$ cat src/hw/trigio_settings.svh
`ifndef TRIGIO_SETTINGS_SVH
`define TRIGIO_SETTINGS_SVH

// revision word returned in the result block
`define TRIGIO_REVISION 32'hB100_0002

// configuration block word addresses
`define ADDR_CSR      9'h000
`define ADDR_BLOCK    9'h003
`define ADDR_CLEAR    9'h009
`define ADDR_A_CMASK  9'h108
`define ADDR_T_CMASK  9'h10B
`define ADDR_A_MMASK  9'h110
`define ADDR_T_MMASK  9'h113
`define ADDR_A_CPAT   9'h118
`define ADDR_T_CPAT   9'h11B
`define ADDR_A_THRESH 9'h120
`define ADDR_T_THRESH 9'h123
`define ADDR_B_OUTSEL 9'h129

// result block word addresses
`define RES_CSR        9'h000
`define RES_REV        9'h001
`define RES_COINC      9'h005
`define RES_NUMTRIG_LO 9'h00A
`define RES_NUMTRIG_HI 9'h00B
`define RES_TICKS_LO   9'h00C
`define RES_TICKS_HI   9'h00D
`define RES_A_IN       9'h100
`define RES_T_IN       9'h103
`define RES_A_MASKED   9'h108
`define RES_T_MASKED   9'h10B
`define RES_SUM_A      9'h110
`define RES_SUM_T      9'h113

// read block codes
`define BLOCK_CFG     2'd0
`define BLOCK_RES     2'd1
`define UNMAPPED_READ 32'h0000_0123

// front panel B source select codes
`define OUTSEL_PASS  8'd0
`define OUTSEL_CMASK 8'd1
`define OUTSEL_MMASK 8'd2
`define OUTSEL_COINC 8'd3
`define OUTSEL_MULT  8'd4
`define OUTSEL_TICK  8'd5

// bit positions in the coincidence result word
`define COINC_BIT_A 0
`define COINC_BIT_T 3
`define MULT_BIT_A  8
`define MULT_BIT_T  11

// run tick bit used as slow test signal
`define TICK_BIT 8

`endif

$ cat src/hw/trigioPkg.sv
package trigioPkg;

   // host register bus
   typedef logic [31:0] wordT;
   typedef logic [3:0]  byteStrbT;
   // word index taken from host address bits 10..2
   typedef logic [8:0]  wordIdxT;

   // trigger inputs
   typedef logic [15:0] frontT;
   typedef logic [31:0] trigBusT;

   // multiplicity
   typedef logic [7:0]  multSumT;
   typedef logic [7:0]  threshT;

   // front panel B source select
   typedef logic [7:0]  outSelT;

   // read block selector
   typedef logic [1:0]  blockT;

   // coincidence and multiplicity flags
   typedef logic [15:0] coincT;

   // run and trigger counters
   typedef logic [63:0] countT;

endpackage

$ cat src/hw/trigCfgIf.sv
`timescale 1ns/1ps

interface trigCfgIf;
   import trigioPkg::*;

   // coincidence masks and patterns
   frontT   aCoincMask;
   trigBusT tCoincMask;
   frontT   aCoincPat;
   trigBusT tCoincPat;

   // multiplicity masks and thresholds
   frontT   aMultMask;
   trigBusT tMultMask;
   threshT  aThresh;
   threshT  tThresh;

   // front panel B source
   outSelT  bOutSel;

   // one cycle pulse after host write to clear address
   logic    counterClr;

   modport driver (output aCoincMask, tCoincMask, aCoincPat, tCoincPat,
                   output aMultMask, tMultMask, aThresh, tThresh,
                   output bOutSel, counterClr);
   modport coinc (input aCoincMask, tCoincMask, aCoincPat, tCoincPat,
                  input aMultMask, tMultMask, aThresh, tThresh);
   modport mux (input tCoincMask, tMultMask, bOutSel);
   modport counter (input counterClr);

endinterface

$ cat src/hw/trigStatIf.sv
`timescale 1ns/1ps

interface trigStatIf;
   import trigioPkg::*;

   // from coincidence logic
   coincT   coincResult;
   multSumT sumA;
   multSumT sumT;

   // from run counters
   countT   numTrig;
   countT   runTicks;

   // coincidence side
   modport coinc (output coincResult, sumA, sumT);

   // counter side
   modport counter (output numTrig, runTicks);

   // register bank readback
   modport host (input coincResult, sumA, sumT, numTrig, runTicks);

endinterface

$ cat src/hw/coincLogic.sv
`timescale 1ns/1ps
`include "trigio_settings.svh"

module coincLogic
(
   input  logic               proc_clk,
   input  logic               rstN,
   input  trigioPkg::frontT   frontA,
   input  trigioPkg::trigBusT trigIn,
   trigCfgIf.coinc            cfg,
   trigStatIf.coinc           stat
);
   import trigioPkg::*;

   // lines that take part in multiplicity
   frontT      multA;
   trigBusT    multT;

   // first stage nibble counts
   logic [2:0] partA [4];
   logic [2:0] partT [8];

   // extra stage for the wide bus
   logic [4:0] halfLo;
   logic [4:0] halfHi;

   // ones in a nibble
   function automatic logic [2:0] count4(logic [3:0] n);
      return {2'b00, n[0]} + {2'b00, n[1]} + {2'b00, n[2]} + {2'b00, n[3]};
   endfunction

   assign multA = frontA & cfg.aMultMask;
   assign multT = trigIn & cfg.tMultMask;

   // ***********************************************************************
   // multiplicity pipeline
   // ***********************************************************************
   // front A sum after two edges, trigger bus sum after three
   always_ff @(posedge proc_clk)
   begin
      if (!rstN)
      begin
         partA     <= '{default: '0};
         partT     <= '{default: '0};
         halfLo    <= '0;
         halfHi    <= '0;
         stat.sumA <= '0;
         stat.sumT <= '0;
      end
      else
      begin
         for (int i = 0; i < 4; i++)
         begin
            partA[i] <= count4(multA[4*i +: 4]);
         end
         for (int i = 0; i < 8; i++)
         begin
            partT[i] <= count4(multT[4*i +: 4]);
         end
         stat.sumA <= {5'd0, partA[0]} + {5'd0, partA[1]} + {5'd0, partA[2]}
                      + {5'd0, partA[3]};
         halfLo    <= {2'b00, partT[0]} + {2'b00, partT[1]} + {2'b00, partT[2]}
                      + {2'b00, partT[3]};
         halfHi    <= {2'b00, partT[4]} + {2'b00, partT[5]} + {2'b00, partT[6]}
                      + {2'b00, partT[7]};
         stat.sumT <= {3'd0, halfLo} + {3'd0, halfHi};
      end
   end

   // ***********************************************************************
   // result flags
   // ***********************************************************************
   always_comb
   begin
      stat.coincResult = '0;
      // pattern match follows the inputs directly
      stat.coincResult[`COINC_BIT_A] = (frontA & cfg.aCoincMask) == cfg.aCoincPat;
      stat.coincResult[`COINC_BIT_T] = (trigIn & cfg.tCoincMask) == cfg.tCoincPat;
      // at or above threshold
      stat.coincResult[`MULT_BIT_A]  = stat.sumA >= cfg.aThresh;
      stat.coincResult[`MULT_BIT_T]  = stat.sumT >= cfg.tThresh;
   end

   // sums stay within the line count of their group
   sumARange: assert property (@(posedge proc_clk) disable iff (!rstN)
      stat.sumA <= 8'd16);
   sumTRange: assert property (@(posedge proc_clk) disable iff (!rstN)
      stat.sumT <= 8'd32);

endmodule

$ cat src/hw/frontOutMux.sv
`timescale 1ns/1ps
`include "trigio_settings.svh"

module frontOutMux
(
   input  logic               proc_clk,
   input  logic               rstN,
   input  trigioPkg::trigBusT trigIn,
   input  trigioPkg::coincT   coincResult,
   input  logic               tickBit,
   trigCfgIf.mux              cfg,
   output trigioPkg::frontT   frontBOut
);
   // ***********************************************************************
   // front panel B source select
   // ***********************************************************************
   // upper half of the backplane bus feeds front panel B
   always_ff @(posedge proc_clk)
   begin
      if (!rstN)
      begin
         frontBOut <= '0;
      end
      else
      begin
         case (cfg.bOutSel)
            `OUTSEL_PASS:  frontBOut <= trigIn[31:16];
            `OUTSEL_CMASK: frontBOut <= trigIn[31:16] & cfg.tCoincMask[31:16];
            `OUTSEL_MMASK: frontBOut <= trigIn[31:16] & cfg.tMultMask[31:16];
            // result flags fanned out to every line
            `OUTSEL_COINC: frontBOut <= {16{coincResult[`COINC_BIT_T]}};
            `OUTSEL_MULT:  frontBOut <= {16{coincResult[`MULT_BIT_T]}};
            // slow square wave for cabling checks
            `OUTSEL_TICK:  frontBOut <= {16{tickBit}};
            default:       frontBOut <= '0;
         endcase
      end
   end

endmodule

$ cat src/hw/hostRegs.sv
`timescale 1ns/1ps
`include "trigio_settings.svh"

module hostRegs
(
   input  logic                proc_clk,
   input  logic                rstN,
   input  trigioPkg::wordIdxT  hostAddr,
   input  trigioPkg::byteStrbT hostWrStrb,
   input  trigioPkg::wordT     hostWrData,
   input  logic                hostRdEn,
   output trigioPkg::wordT     hostRdData,
   input  trigioPkg::frontT    frontA,
   input  trigioPkg::trigBusT  trigIn,
   trigCfgIf.driver            cfg,
   trigStatIf.host             stat
);
   import trigioPkg::*;

   // configuration words as last written by the host
   wordT  csrReg;
   wordT  blockReg;
   wordT  aCMaskReg;
   wordT  tCMaskReg;
   wordT  aMMaskReg;
   wordT  tMMaskReg;
   wordT  aCPatReg;
   wordT  tCPatReg;
   wordT  aThreshReg;
   wordT  tThreshReg;
   wordT  outSelReg;

   blockT blockSel;
   wordT  cfgWord;
   wordT  resWord;

   // replace only the strobed bytes
   function automatic wordT mergeBytes(wordT oldWord, wordT newWord, byteStrbT strb);
      wordT merged;
      merged = oldWord;
      for (int i = 0; i < 4; i++)
      begin
         if (strb[i])
         begin
            merged[8*i +: 8] = newWord[8*i +: 8];
         end
      end
      return merged;
   endfunction

   // ***********************************************************************
   // write decode
   // ***********************************************************************
   always_ff @(posedge proc_clk)
   begin
      if (!rstN)
      begin
         csrReg         <= '0;
         blockReg       <= '0;
         aCMaskReg      <= '0;
         tCMaskReg      <= '0;
         aMMaskReg      <= '0;
         tMMaskReg      <= '0;
         aCPatReg       <= '0;
         tCPatReg       <= '0;
         aThreshReg     <= '0;
         tThreshReg     <= '0;
         outSelReg      <= '0;
         cfg.counterClr <= 1'b0;
      end
      else
      begin
         // clear pulse follows any write cycle to the clear word
         cfg.counterClr <= (|hostWrStrb) && (hostAddr == `ADDR_CLEAR);
         if (|hostWrStrb)
         begin
            case (hostAddr)
               `ADDR_CSR:      csrReg     <= mergeBytes(csrReg, hostWrData, hostWrStrb);
               `ADDR_BLOCK:    blockReg   <= mergeBytes(blockReg, hostWrData, hostWrStrb);
               `ADDR_A_CMASK:  aCMaskReg  <= mergeBytes(aCMaskReg, hostWrData, hostWrStrb);
               `ADDR_T_CMASK:  tCMaskReg  <= mergeBytes(tCMaskReg, hostWrData, hostWrStrb);
               `ADDR_A_MMASK:  aMMaskReg  <= mergeBytes(aMMaskReg, hostWrData, hostWrStrb);
               `ADDR_T_MMASK:  tMMaskReg  <= mergeBytes(tMMaskReg, hostWrData, hostWrStrb);
               `ADDR_A_CPAT:   aCPatReg   <= mergeBytes(aCPatReg, hostWrData, hostWrStrb);
               `ADDR_T_CPAT:   tCPatReg   <= mergeBytes(tCPatReg, hostWrData, hostWrStrb);
               `ADDR_A_THRESH: aThreshReg <= mergeBytes(aThreshReg, hostWrData, hostWrStrb);
               `ADDR_T_THRESH: tThreshReg <= mergeBytes(tThreshReg, hostWrData, hostWrStrb);
               `ADDR_B_OUTSEL: outSelReg  <= mergeBytes(outSelReg, hostWrData, hostWrStrb);
               default:        ;
            endcase
         end
      end
   end

   // fields seen by the processing side
   assign cfg.aCoincMask = aCMaskReg[15:0];
   assign cfg.tCoincMask = tCMaskReg;
   assign cfg.aMultMask  = aMMaskReg[15:0];
   assign cfg.tMultMask  = tMMaskReg;
   assign cfg.aCoincPat  = aCPatReg[15:0];
   assign cfg.tCoincPat  = tCPatReg;
   assign cfg.aThresh    = aThreshReg[7:0];
   assign cfg.tThresh    = tThreshReg[7:0];
   assign cfg.bOutSel    = outSelReg[7:0];
   assign blockSel       = blockReg[1:0];

   // ***********************************************************************
   // read multiplexer
   // ***********************************************************************
   // configuration readback
   always_comb
   begin
      case (hostAddr)
         `ADDR_CSR:      cfgWord = csrReg;
         `ADDR_BLOCK:    cfgWord = blockReg;
         `ADDR_A_CMASK:  cfgWord = aCMaskReg;
         `ADDR_T_CMASK:  cfgWord = tCMaskReg;
         `ADDR_A_MMASK:  cfgWord = aMMaskReg;
         `ADDR_T_MMASK:  cfgWord = tMMaskReg;
         `ADDR_A_CPAT:   cfgWord = aCPatReg;
         `ADDR_T_CPAT:   cfgWord = tCPatReg;
         `ADDR_A_THRESH: cfgWord = aThreshReg;
         `ADDR_T_THRESH: cfgWord = tThreshReg;
         `ADDR_B_OUTSEL: cfgWord = outSelReg;
         default:        cfgWord = '0;
      endcase
   end

   // result map
   always_comb
   begin
      case (hostAddr)
         // csr bit 0 is run enable
         `RES_CSR:        resWord = {31'd0, csrReg[0]};
         `RES_REV:        resWord = `TRIGIO_REVISION;
         `RES_COINC:      resWord = {16'd0, stat.coincResult};
         `RES_NUMTRIG_LO: resWord = stat.numTrig[31:0];
         `RES_NUMTRIG_HI: resWord = stat.numTrig[63:32];
         `RES_TICKS_LO:   resWord = stat.runTicks[31:0];
         `RES_TICKS_HI:   resWord = stat.runTicks[63:32];
         // raw and coincidence masked inputs
         `RES_A_IN:       resWord = {16'd0, frontA};
         `RES_T_IN:       resWord = trigIn;
         `RES_A_MASKED:   resWord = {16'd0, frontA & aCMaskReg[15:0]};
         `RES_T_MASKED:   resWord = trigIn & tCMaskReg;
         `RES_SUM_A:      resWord = {24'd0, stat.sumA};
         `RES_SUM_T:      resWord = {24'd0, stat.sumT};
         default:         resWord = '0;
      endcase
   end

   // registered read, held until the next strobe
   always_ff @(posedge proc_clk)
   begin
      if (!rstN)
      begin
         hostRdData <= '0;
      end
      else if (hostRdEn)
      begin
         case (blockSel)
            `BLOCK_CFG: hostRdData <= cfgWord;
            `BLOCK_RES: hostRdData <= resWord;
            default:    hostRdData <= `UNMAPPED_READ;
         endcase
      end
   end

   // host never sees undefined bits from any block
   rdDataKnown: assert property (@(posedge proc_clk) disable iff (!rstN)
      hostRdEn |=> !$isunknown(hostRdData));

endmodule

$ cat src/hw/runCounters.sv
`timescale 1ns/1ps

module runCounters
(
   input  logic               proc_clk,
   input  logic               rstN,
   input  trigioPkg::trigBusT trigIn,
   trigCfgIf.counter          cfg,
   trigStatIf.counter         stat
);
   // two stage chain on trigger line 7
   logic trigSyncA;
   logic trigSyncB;
   logic trigEdge;

   always_ff @(posedge proc_clk)
   begin
      if (!rstN)
      begin
         trigSyncA <= 1'b0;
         trigSyncB <= 1'b0;
      end
      else
      begin
         trigSyncA <= trigIn[7];
         trigSyncB <= trigSyncA;
      end
   end

   // one cycle per rising edge
   assign trigEdge = trigSyncA & ~trigSyncB;

   // ***********************************************************************
   // counters
   // ***********************************************************************
   // run time in proc_clk ticks
   always_ff @(posedge proc_clk)
   begin
      if (!rstN || cfg.counterClr)
      begin
         stat.runTicks <= '0;
      end
      else
      begin
         stat.runTicks <= stat.runTicks + 64'd1;
      end
   end

   // trigger count
   always_ff @(posedge proc_clk)
   begin
      if (!rstN || cfg.counterClr)
      begin
         stat.numTrig <= '0;
      end
      else if (trigEdge)
      begin
         stat.numTrig <= stat.numTrig + 64'd1;
      end
   end

   // at most one trigger per cycle outside a clear
   numTrigStep: assert property (@(posedge proc_clk) disable iff (!rstN)
      !cfg.counterClr |=> (stat.numTrig - $past(stat.numTrig)) <= 64'd1);

endmodule

$ cat src/hw/trigioTop.sv
`timescale 1ns/1ps
`include "trigio_settings.svh"

module trigioTop
(
   input  logic                proc_clk,
   input  logic                rstN,
   // host register bus
   input  trigioPkg::wordIdxT  hostAddr,
   input  trigioPkg::byteStrbT hostWrStrb,
   input  trigioPkg::wordT     hostWrData,
   input  logic                hostRdEn,
   output trigioPkg::wordT     hostRdData,
   // trigger lines
   input  trigioPkg::frontT    frontA,
   input  trigioPkg::trigBusT  trigIn,
   output trigioPkg::frontT    frontBOut
);
   // ***********************************************************************
   // internal buses
   // ***********************************************************************
   trigCfgIf  cfgBus ();
   trigStatIf statBus ();

   // configuration and readback
   hostRegs u_hostRegs (
      .proc_clk   (proc_clk),
      .rstN       (rstN),
      .hostAddr   (hostAddr),
      .hostWrStrb (hostWrStrb),
      .hostWrData (hostWrData),
      .hostRdEn   (hostRdEn),
      .hostRdData (hostRdData),
      .frontA     (frontA),
      .trigIn     (trigIn),
      .cfg        (cfgBus.driver),
      .stat       (statBus.host)
   );

   // coincidence and multiplicity
   coincLogic u_coincLogic (
      .proc_clk (proc_clk),
      .rstN     (rstN),
      .frontA   (frontA),
      .trigIn   (trigIn),
      .cfg      (cfgBus.coinc),
      .stat     (statBus.coinc)
   );

   // run time and trigger counts
   runCounters u_runCounters (
      .proc_clk (proc_clk),
      .rstN     (rstN),
      .trigIn   (trigIn),
      .cfg      (cfgBus.counter),
      .stat     (statBus.counter)
   );

   // front panel B driver
   frontOutMux u_frontOutMux (
      .proc_clk    (proc_clk),
      .rstN        (rstN),
      .trigIn      (trigIn),
      .coincResult (statBus.coincResult),
      .tickBit     (statBus.runTicks[`TICK_BIT]),
      .cfg         (cfgBus.mux),
      .frontBOut   (frontBOut)
   );

endmodule

$ cat config.mk
export PLATFORM = sky130hd
export DESIGN_NAME = trigioTop
export DESIGN_NICKNAME = d
export VERILOG_FILES = /design/src/hw/trigioPkg.sv /design/src/hw/trigCfgIf.sv /design/src/hw/trigStatIf.sv /design/src/hw/coincLogic.sv /design/src/hw/frontOutMux.sv /design/src/hw/hostRegs.sv /design/src/hw/runCounters.sv /design/src/hw/trigioTop.sv
export VERILOG_INCLUDE_DIRS = /design/src /design/src/hw
export SDC_FILE = /design/constraint.sdc
export NUM_CORES = 2
export LEC_CHECK = 0
export BUFFER_PORTS_ARGS = -buffer_cell sky130_fd_sc_hd__buf_2
export CAP_MARGIN = 40
export CORE_UTILIZATION = 40
export DETAILED_ROUTE_END_ITERATION = 16
export GPL_ROUTABILITY_DRIVEN = 0
export RECOVER_POWER = 100
export SLEW_MARGIN = 10
export SYNTH_ARGS = -nofsm -noshare
export SYNTH_HDL_FRONTEND = slang
export SYNTH_SLANG_ARGS = --single-unit
$ cat constraint.sdc
create_clock -name proc_clk -period 5.25 [get_ports proc_clk]
set_clock_uncertainty 0.05 [all_clocks]
set_input_delay 0.7875 -clock proc_clk [delete_from_list [all_inputs] [get_ports proc_clk]]
set_output_delay 0.7875 -clock proc_clk [all_outputs]
set_load 0.02 [all_outputs]
Word-level counts from Yosys, hierarchy flattened
Index checks and enable logic that the tools add are counted.
- register bits after elaboration: 593
- bits of input ports: 96
- output and inout port bits: 48
- word-level logic and storage cells: 207
- reductions and logical operators: 51
- magnitude comparators: 2
- bitwise operators: 8
- equal/unequal tests: 27
- add/subtract/negate cells: 48
- mux-type cells: 4
- operator list (cell ; number):
    32-bit case mux with 13 select lines ; 1
    32-bit case mux with 11 select lines ; 1
    3-bit AND reduction ; 44
    64-bit by 1-bit adder with 64-bit output, second input constant ; 2
    9-bit == test, second input constant ; 11
    16-bit case mux with 6 select lines ; 1
    3-bit by 1-bit adder with 3-bit output ; 24
    16-bit bitwise AND ; 4
    32-bit bitwise AND ; 2
    32-bit case mux with 2 select lines ; 1
    9-bit by 4-bit == test with 1-bit output, second input constant ; 5
    32-bit == test ; 1
    1-bit by 1-bit adder with 2-bit output ; 12
    5-bit by 3-bit adder with 5-bit output ; 4
    8-bit by 3-bit adder with 8-bit output ; 2
    16-bit == test ; 1
    8-bit by 2-bit == test with 1-bit output, second input constant ; 2
    8-bit by 3-bit == test with 1-bit output, second input constant ; 2
    8-bit greater-or-equal comparator ; 2
    3-bit by 3-bit adder with 4-bit output ; 3
    9-bit by 1-bit == test with 1-bit output, second input constant ; 1
    9-bit by 2-bit == test with 1-bit output, second input constant ; 1
    9-bit by 3-bit == test with 1-bit output, second input constant ; 1
    9-bit zero test ; 1
    11 further kinds ; 11

Longest topological paths before layout
- depth in word-level cells: 4
- depth in mapped cells: 11
- gate-level depth less buffers: 10

Cells and area by module
A second synthesis with hierarchy kept.
- cell total of the unflattened synthesis: 3711
- area total of the unflattened synthesis: 30732.0 µm²
- modules (own cells, without submodules) (module ; cells an instance ; instances ; seq. area each (µm²) ; area each (µm²)):
    hostRegs ; 2393 ; 1 ; 7707.4 ; 19521.2
    runCounters ; 715 ; 1 ; 2602.5 ; 6024.5
    coincLogic ; 492 ; 1 ; 1141.1 ; 4336.7
    frontOutMux ; 111 ; 1 ; 320.3 ; 849.6

Least setup slack after synthesis
Ideal clock, no wire load.
- kind: input -> register
- start: in hostAddr[5]
- end: reg u_hostRegs.hostRdData[5]
- arrival: 2.682 ns
- cell stages on the path: 8
- path slack: 2.459 ns
- required time: 5.142 ns
- setup time: 0.058 ns
- buffers on the path: 3
- path through: or4_1 -> buf_6 -> a2111o_1 -> a311o_1 -> buf_6 -> buf_6 -> o221ai_1 -> o211a_1
- longest elaborated chain between the ends: 3
- elaborated cells on any way between the ends: 22
- those cells by class: eq/ne: 18; mux: 3; reduce/logical: 1
- ends and longest elaborated chain (what ; RTL line ; source):
    start, declared ; trigioTop.sv:9 ; input trigioPkg::wordIdxT hostAddr,
    9-bit == test (tied with other cells) ; hostRegs.sv:113, hostRegs.sv:132 ;
    32-bit case mux with 13 select lines / 32-bit case mux with 11 select lines (equally long branches) ; hostRegs.sv:132, hostRegs.sv:113 ;
    32-bit case mux with 2 select lines * ; hostRegs.sv:161 ; case (blockSel)
    end signal, assigned ; hostRegs.sv:162 ; `BLOCK_CFG: hostRdData <= cfgWord;
    end signal, assigned ; hostRegs.sv:163 ; `BLOCK_RES: hostRdData <= resWord;
    end signal, assigned ; hostRegs.sv:164 ; default: hostRdData <= `UNMAPPED_READ;
    end, declared ; hostRegs.sv:12 ; output trigioPkg::wordT hostRdData,
Mark *: on every way between the ends. The rest lies on a longest branch, timed or not.
A chain may end at the register's enable or synchronous reset.

Worst setup path after layout
- start: in hostAddr[3]
- end: reg u_hostRegs.hostRdData[12]
The elaborated chain is that of the path after synthesis.

==> results.json <==
{
  "outcome": "complete, but fails checks",
  "failed_checks": "max-capacitance violations, max-slew violations",
  "syn_area_um2": 29500,
  "cellLeakagePower_nw": 11.4,
  "dp_hpwl_um": 81200,
  "rsz0062_at_grt": "no",
  "finish.instance_area_um2": 33200,
  "finish.utilization": 0.455,
  "total_of_warnings_raised_by_yosys": 0,
  "finalNetCount": 3757,
  "placed_cells": 4460,
  "h-tree-depth": 3,
  "worstMarginPinSlew_ps": 3060,
  "finalHoldWorstSlack_ps": 412,
  "layout_min_cycle_time_ps": 4240,
  "drt-pass1-iter-count": 7,
  "finalWirelength_um": 115000,
  "synth.net_count": 3759,
  "fin_cells": 4583,
  "grt_pass1_wl_um": 169000,
  "fmax_mhz": 236,
  "drv_slew": 206,
  "report.final.hold_viol_count": 0,
  "die_h_um": 274,
  "start_util": 0.405,
  "final.setup.worst_slack_ps": 1010,
  "maxCapViolCount": 4,
  "clk_pin_slew_ps": 60,
  "cp-end-kind": "flop",
  "design.core.area_um2": 73000,
  "syn_area_per_cell_um2": 8.26,
  "route.detailed.drc": 0,
  "multi_input_comb_area_um2": 16200,
  "clock_tree_from_tritoncts": "yes",
  "worst-endpoint-required_ps": 5770,
  "totalPowerFinal_mw": 9.96,
  "worst_setup_path_start_kind": "input port",
  "worst_ir_drop_vdd_mv": 0.286,
  "cts_made_buffers": 69,
  "layout.cells.most_common": "dfxtp_1",
  "via_count": 28000,
  "synth_seq_cells": 588,
  "global_route.usage.total": 0.299,
  "io_buffers": 143,
  "cts_hold_buf": 0,
  "clock_latency_ps": 630,
  "setup.worst_path.class": "input port to flop",
  "dominantRegCellSynth": "dfxtp_1",
  "die_x_um": 274,
  "setup_viol_count_final": 0,
  "area.growth.synth_to_final_pct": 12.4,
  "boundaryPins": 144,
  "wl_per_cell_um": 25.1,
  "place_worst_setup_slack_ps": 1520,
  "dpl_cell_area_um2": 31000,
  "worst-endpoint-arrival_ps": 4770,
  "yosysSeqAreaShare": 0.399,
  "sequential_cell_area_um2": 11800,
  "fraction_of_final_layout_cells_with_drive_strength_greater_than_1": 0.0762,
  "grt_antenna_before_repair": 10,
  "die_area_um2": 74900,
  "cts_root_buffer": "clkbuf_16",
  "first_iter_violations": 3852,
  "async_flop_share": 0,
  "drtAntennaViolNets": 0,
  "cts_resized": 0,
  "cts.path.max_buffers": 3,
  "post-route-period-util": 0.808,
  "grt.overflow.total": 0,
  "ys_types": 82,
  "timing.max_slew.rel_slack": -1.04,
  "tns_ps": 0,
  "floorplan.rows": 99,
  "number_of_enable_type_register_cells_in_the_synthesized_netlist": 0,
  "final.fill_count": 7232,
  "first_global_vias": 25300,
  "syn-instance-count": 3575,
  "worstPathMaxFanout": 26,
  "hold_path.class": "flop to flop",
  "postCtsSetupRepairBufs": 0,
  "pwr_density_cell_nw_per_um2": 300,
  "maximum_number_of_pins_on_one_net_before_global_route_repair": 244,
  "most-common-layout-cells": "dfxtp_1 (588), nand2_1 (552), nand3_1 (448), a21boi_0 (354), nor2_1 (155)",
  "route.detailed.vias_per_inst": 6.11,
  "numClockSinks": 588
}
==> layout make-up <==
cell class,instances,share of cell area
sequential,588,0.355
clock buffer,103,0.0638
tap,959,0.0362
inverter,107,0.0121
multi-input combinational,2606,0.489
timing repair buffer,201,0.0376
antenna,1,0.0000754
clock inverter,18,0.00664
==> final timing paths <==
check / startpoint / to / slack (ps) / cells after the start
setup / recovery: hostAddr[3] / u_hostRegs.hostRdData[12] / 1010 / 9
hold reg to reg: u_hostRegs.csrReg[9] / u_hostRegs.csrReg[9] / 410 / 2
setup reg to reg: u_hostRegs.cfg.counterClr / u_runCounters.stat.numTrig[61] / 1480 / 4
hold / removal: u_hostRegs.csrReg[9] / u_hostRegs.csrReg[9] / 410 / 2
==> routing by layer <==
metal / global-route usage / vias to the layer above / part of all wire
li1: - / 12700 / -
met1: 0.423 / 13500 / 0.42
met2: 0.441 / 1546 / 0.42
met3: 0.0639 / 275 / 0.11
met4: 0.117 / 8 / 0.042
met5: 0 / - / 0.00045
==> registers in the layout (all words and copies together), names as in the netlist, 32 cells and up <==
name                         cells
u_hostRegs.tThreshReg           32
u_hostRegs.blockReg             32
u_hostRegs.cfg.tMultMask        32
u_hostRegs.aThreshReg           32
u_hostRegs.outSelReg            32
u_hostRegs.csrReg               32
u_hostRegs.aMMaskReg            32
u_hostRegs.cfg.tCoincMask       32
u_runCounters.stat.numTrig      64
u_hostRegs.aCPatReg             32
u_hostRegs.cfg.tCoincPat        32
u_hostRegs.hostRdData           32
u_hostRegs.aCMaskReg            32
u_runCounters.stat.runTicks     64
==> synthesized netlist by cell type, types with 8 or more instances <==
library cell  number  area (um2)
and4_1            21         184
and3_1            49         307
nand2_1          552        2070
nand3_1          448        2240
a222oi_1          47         470
inv_1            106         398
nand4_1           40         250
nor2_1           155         582
clkbuf_1         179         672
a31oi_1           43         269
buf_1             17        63.8
and2_1            72         450
dfxtp_1          588       11800
a221oi_1          36         315
nor3_1            26         130
xor2_1            71         622
xnor2_1           54         473
or3_1             23         144
nor3_2            10         100
o22ai_1           24         150
a21boi_1          15         113
a21boi_0         344        2580
buf_2             72         360
a22o_1            32         280
fa_1              28         561
a211oi_1           8        60.1
a21o_1            41         308
a21oi_1           92         460
nor2b_1           45         282
nand2b_1          11        68.8
o21ai_0           57         285
a22oi_1          100         751
ha_1              60         751
==> where the power goes <==
group,internal (mW),switching [mW]
Combinational,0.114,0.332
Sequential,4.48,0.0213
Clock,2.98,2.03
==> kinds of logic after synthesis <==
group	Yosys count	synth area share
AOI/OAI and AO/OA	887	0.219
xor gates and xnor gates	125	0.0371
adders and majority gates	88	0.0444
buffers and inverters	381	0.0525
DFF	588	0.399
muxes	1	0.000339
and+or+nand+nor	1505	0.248
==> critical path, stage by stage <==
cell	delay (ps)
clkbuf_1	570
and4b_1	450
and3_1	1080
o21ai_0	300
o211ai_1	200
clkbuf_1	400
nand3_1	450
a31oi_1	370
a211o_1	140
No activity file was read; power rests on OpenSTA's default activity.
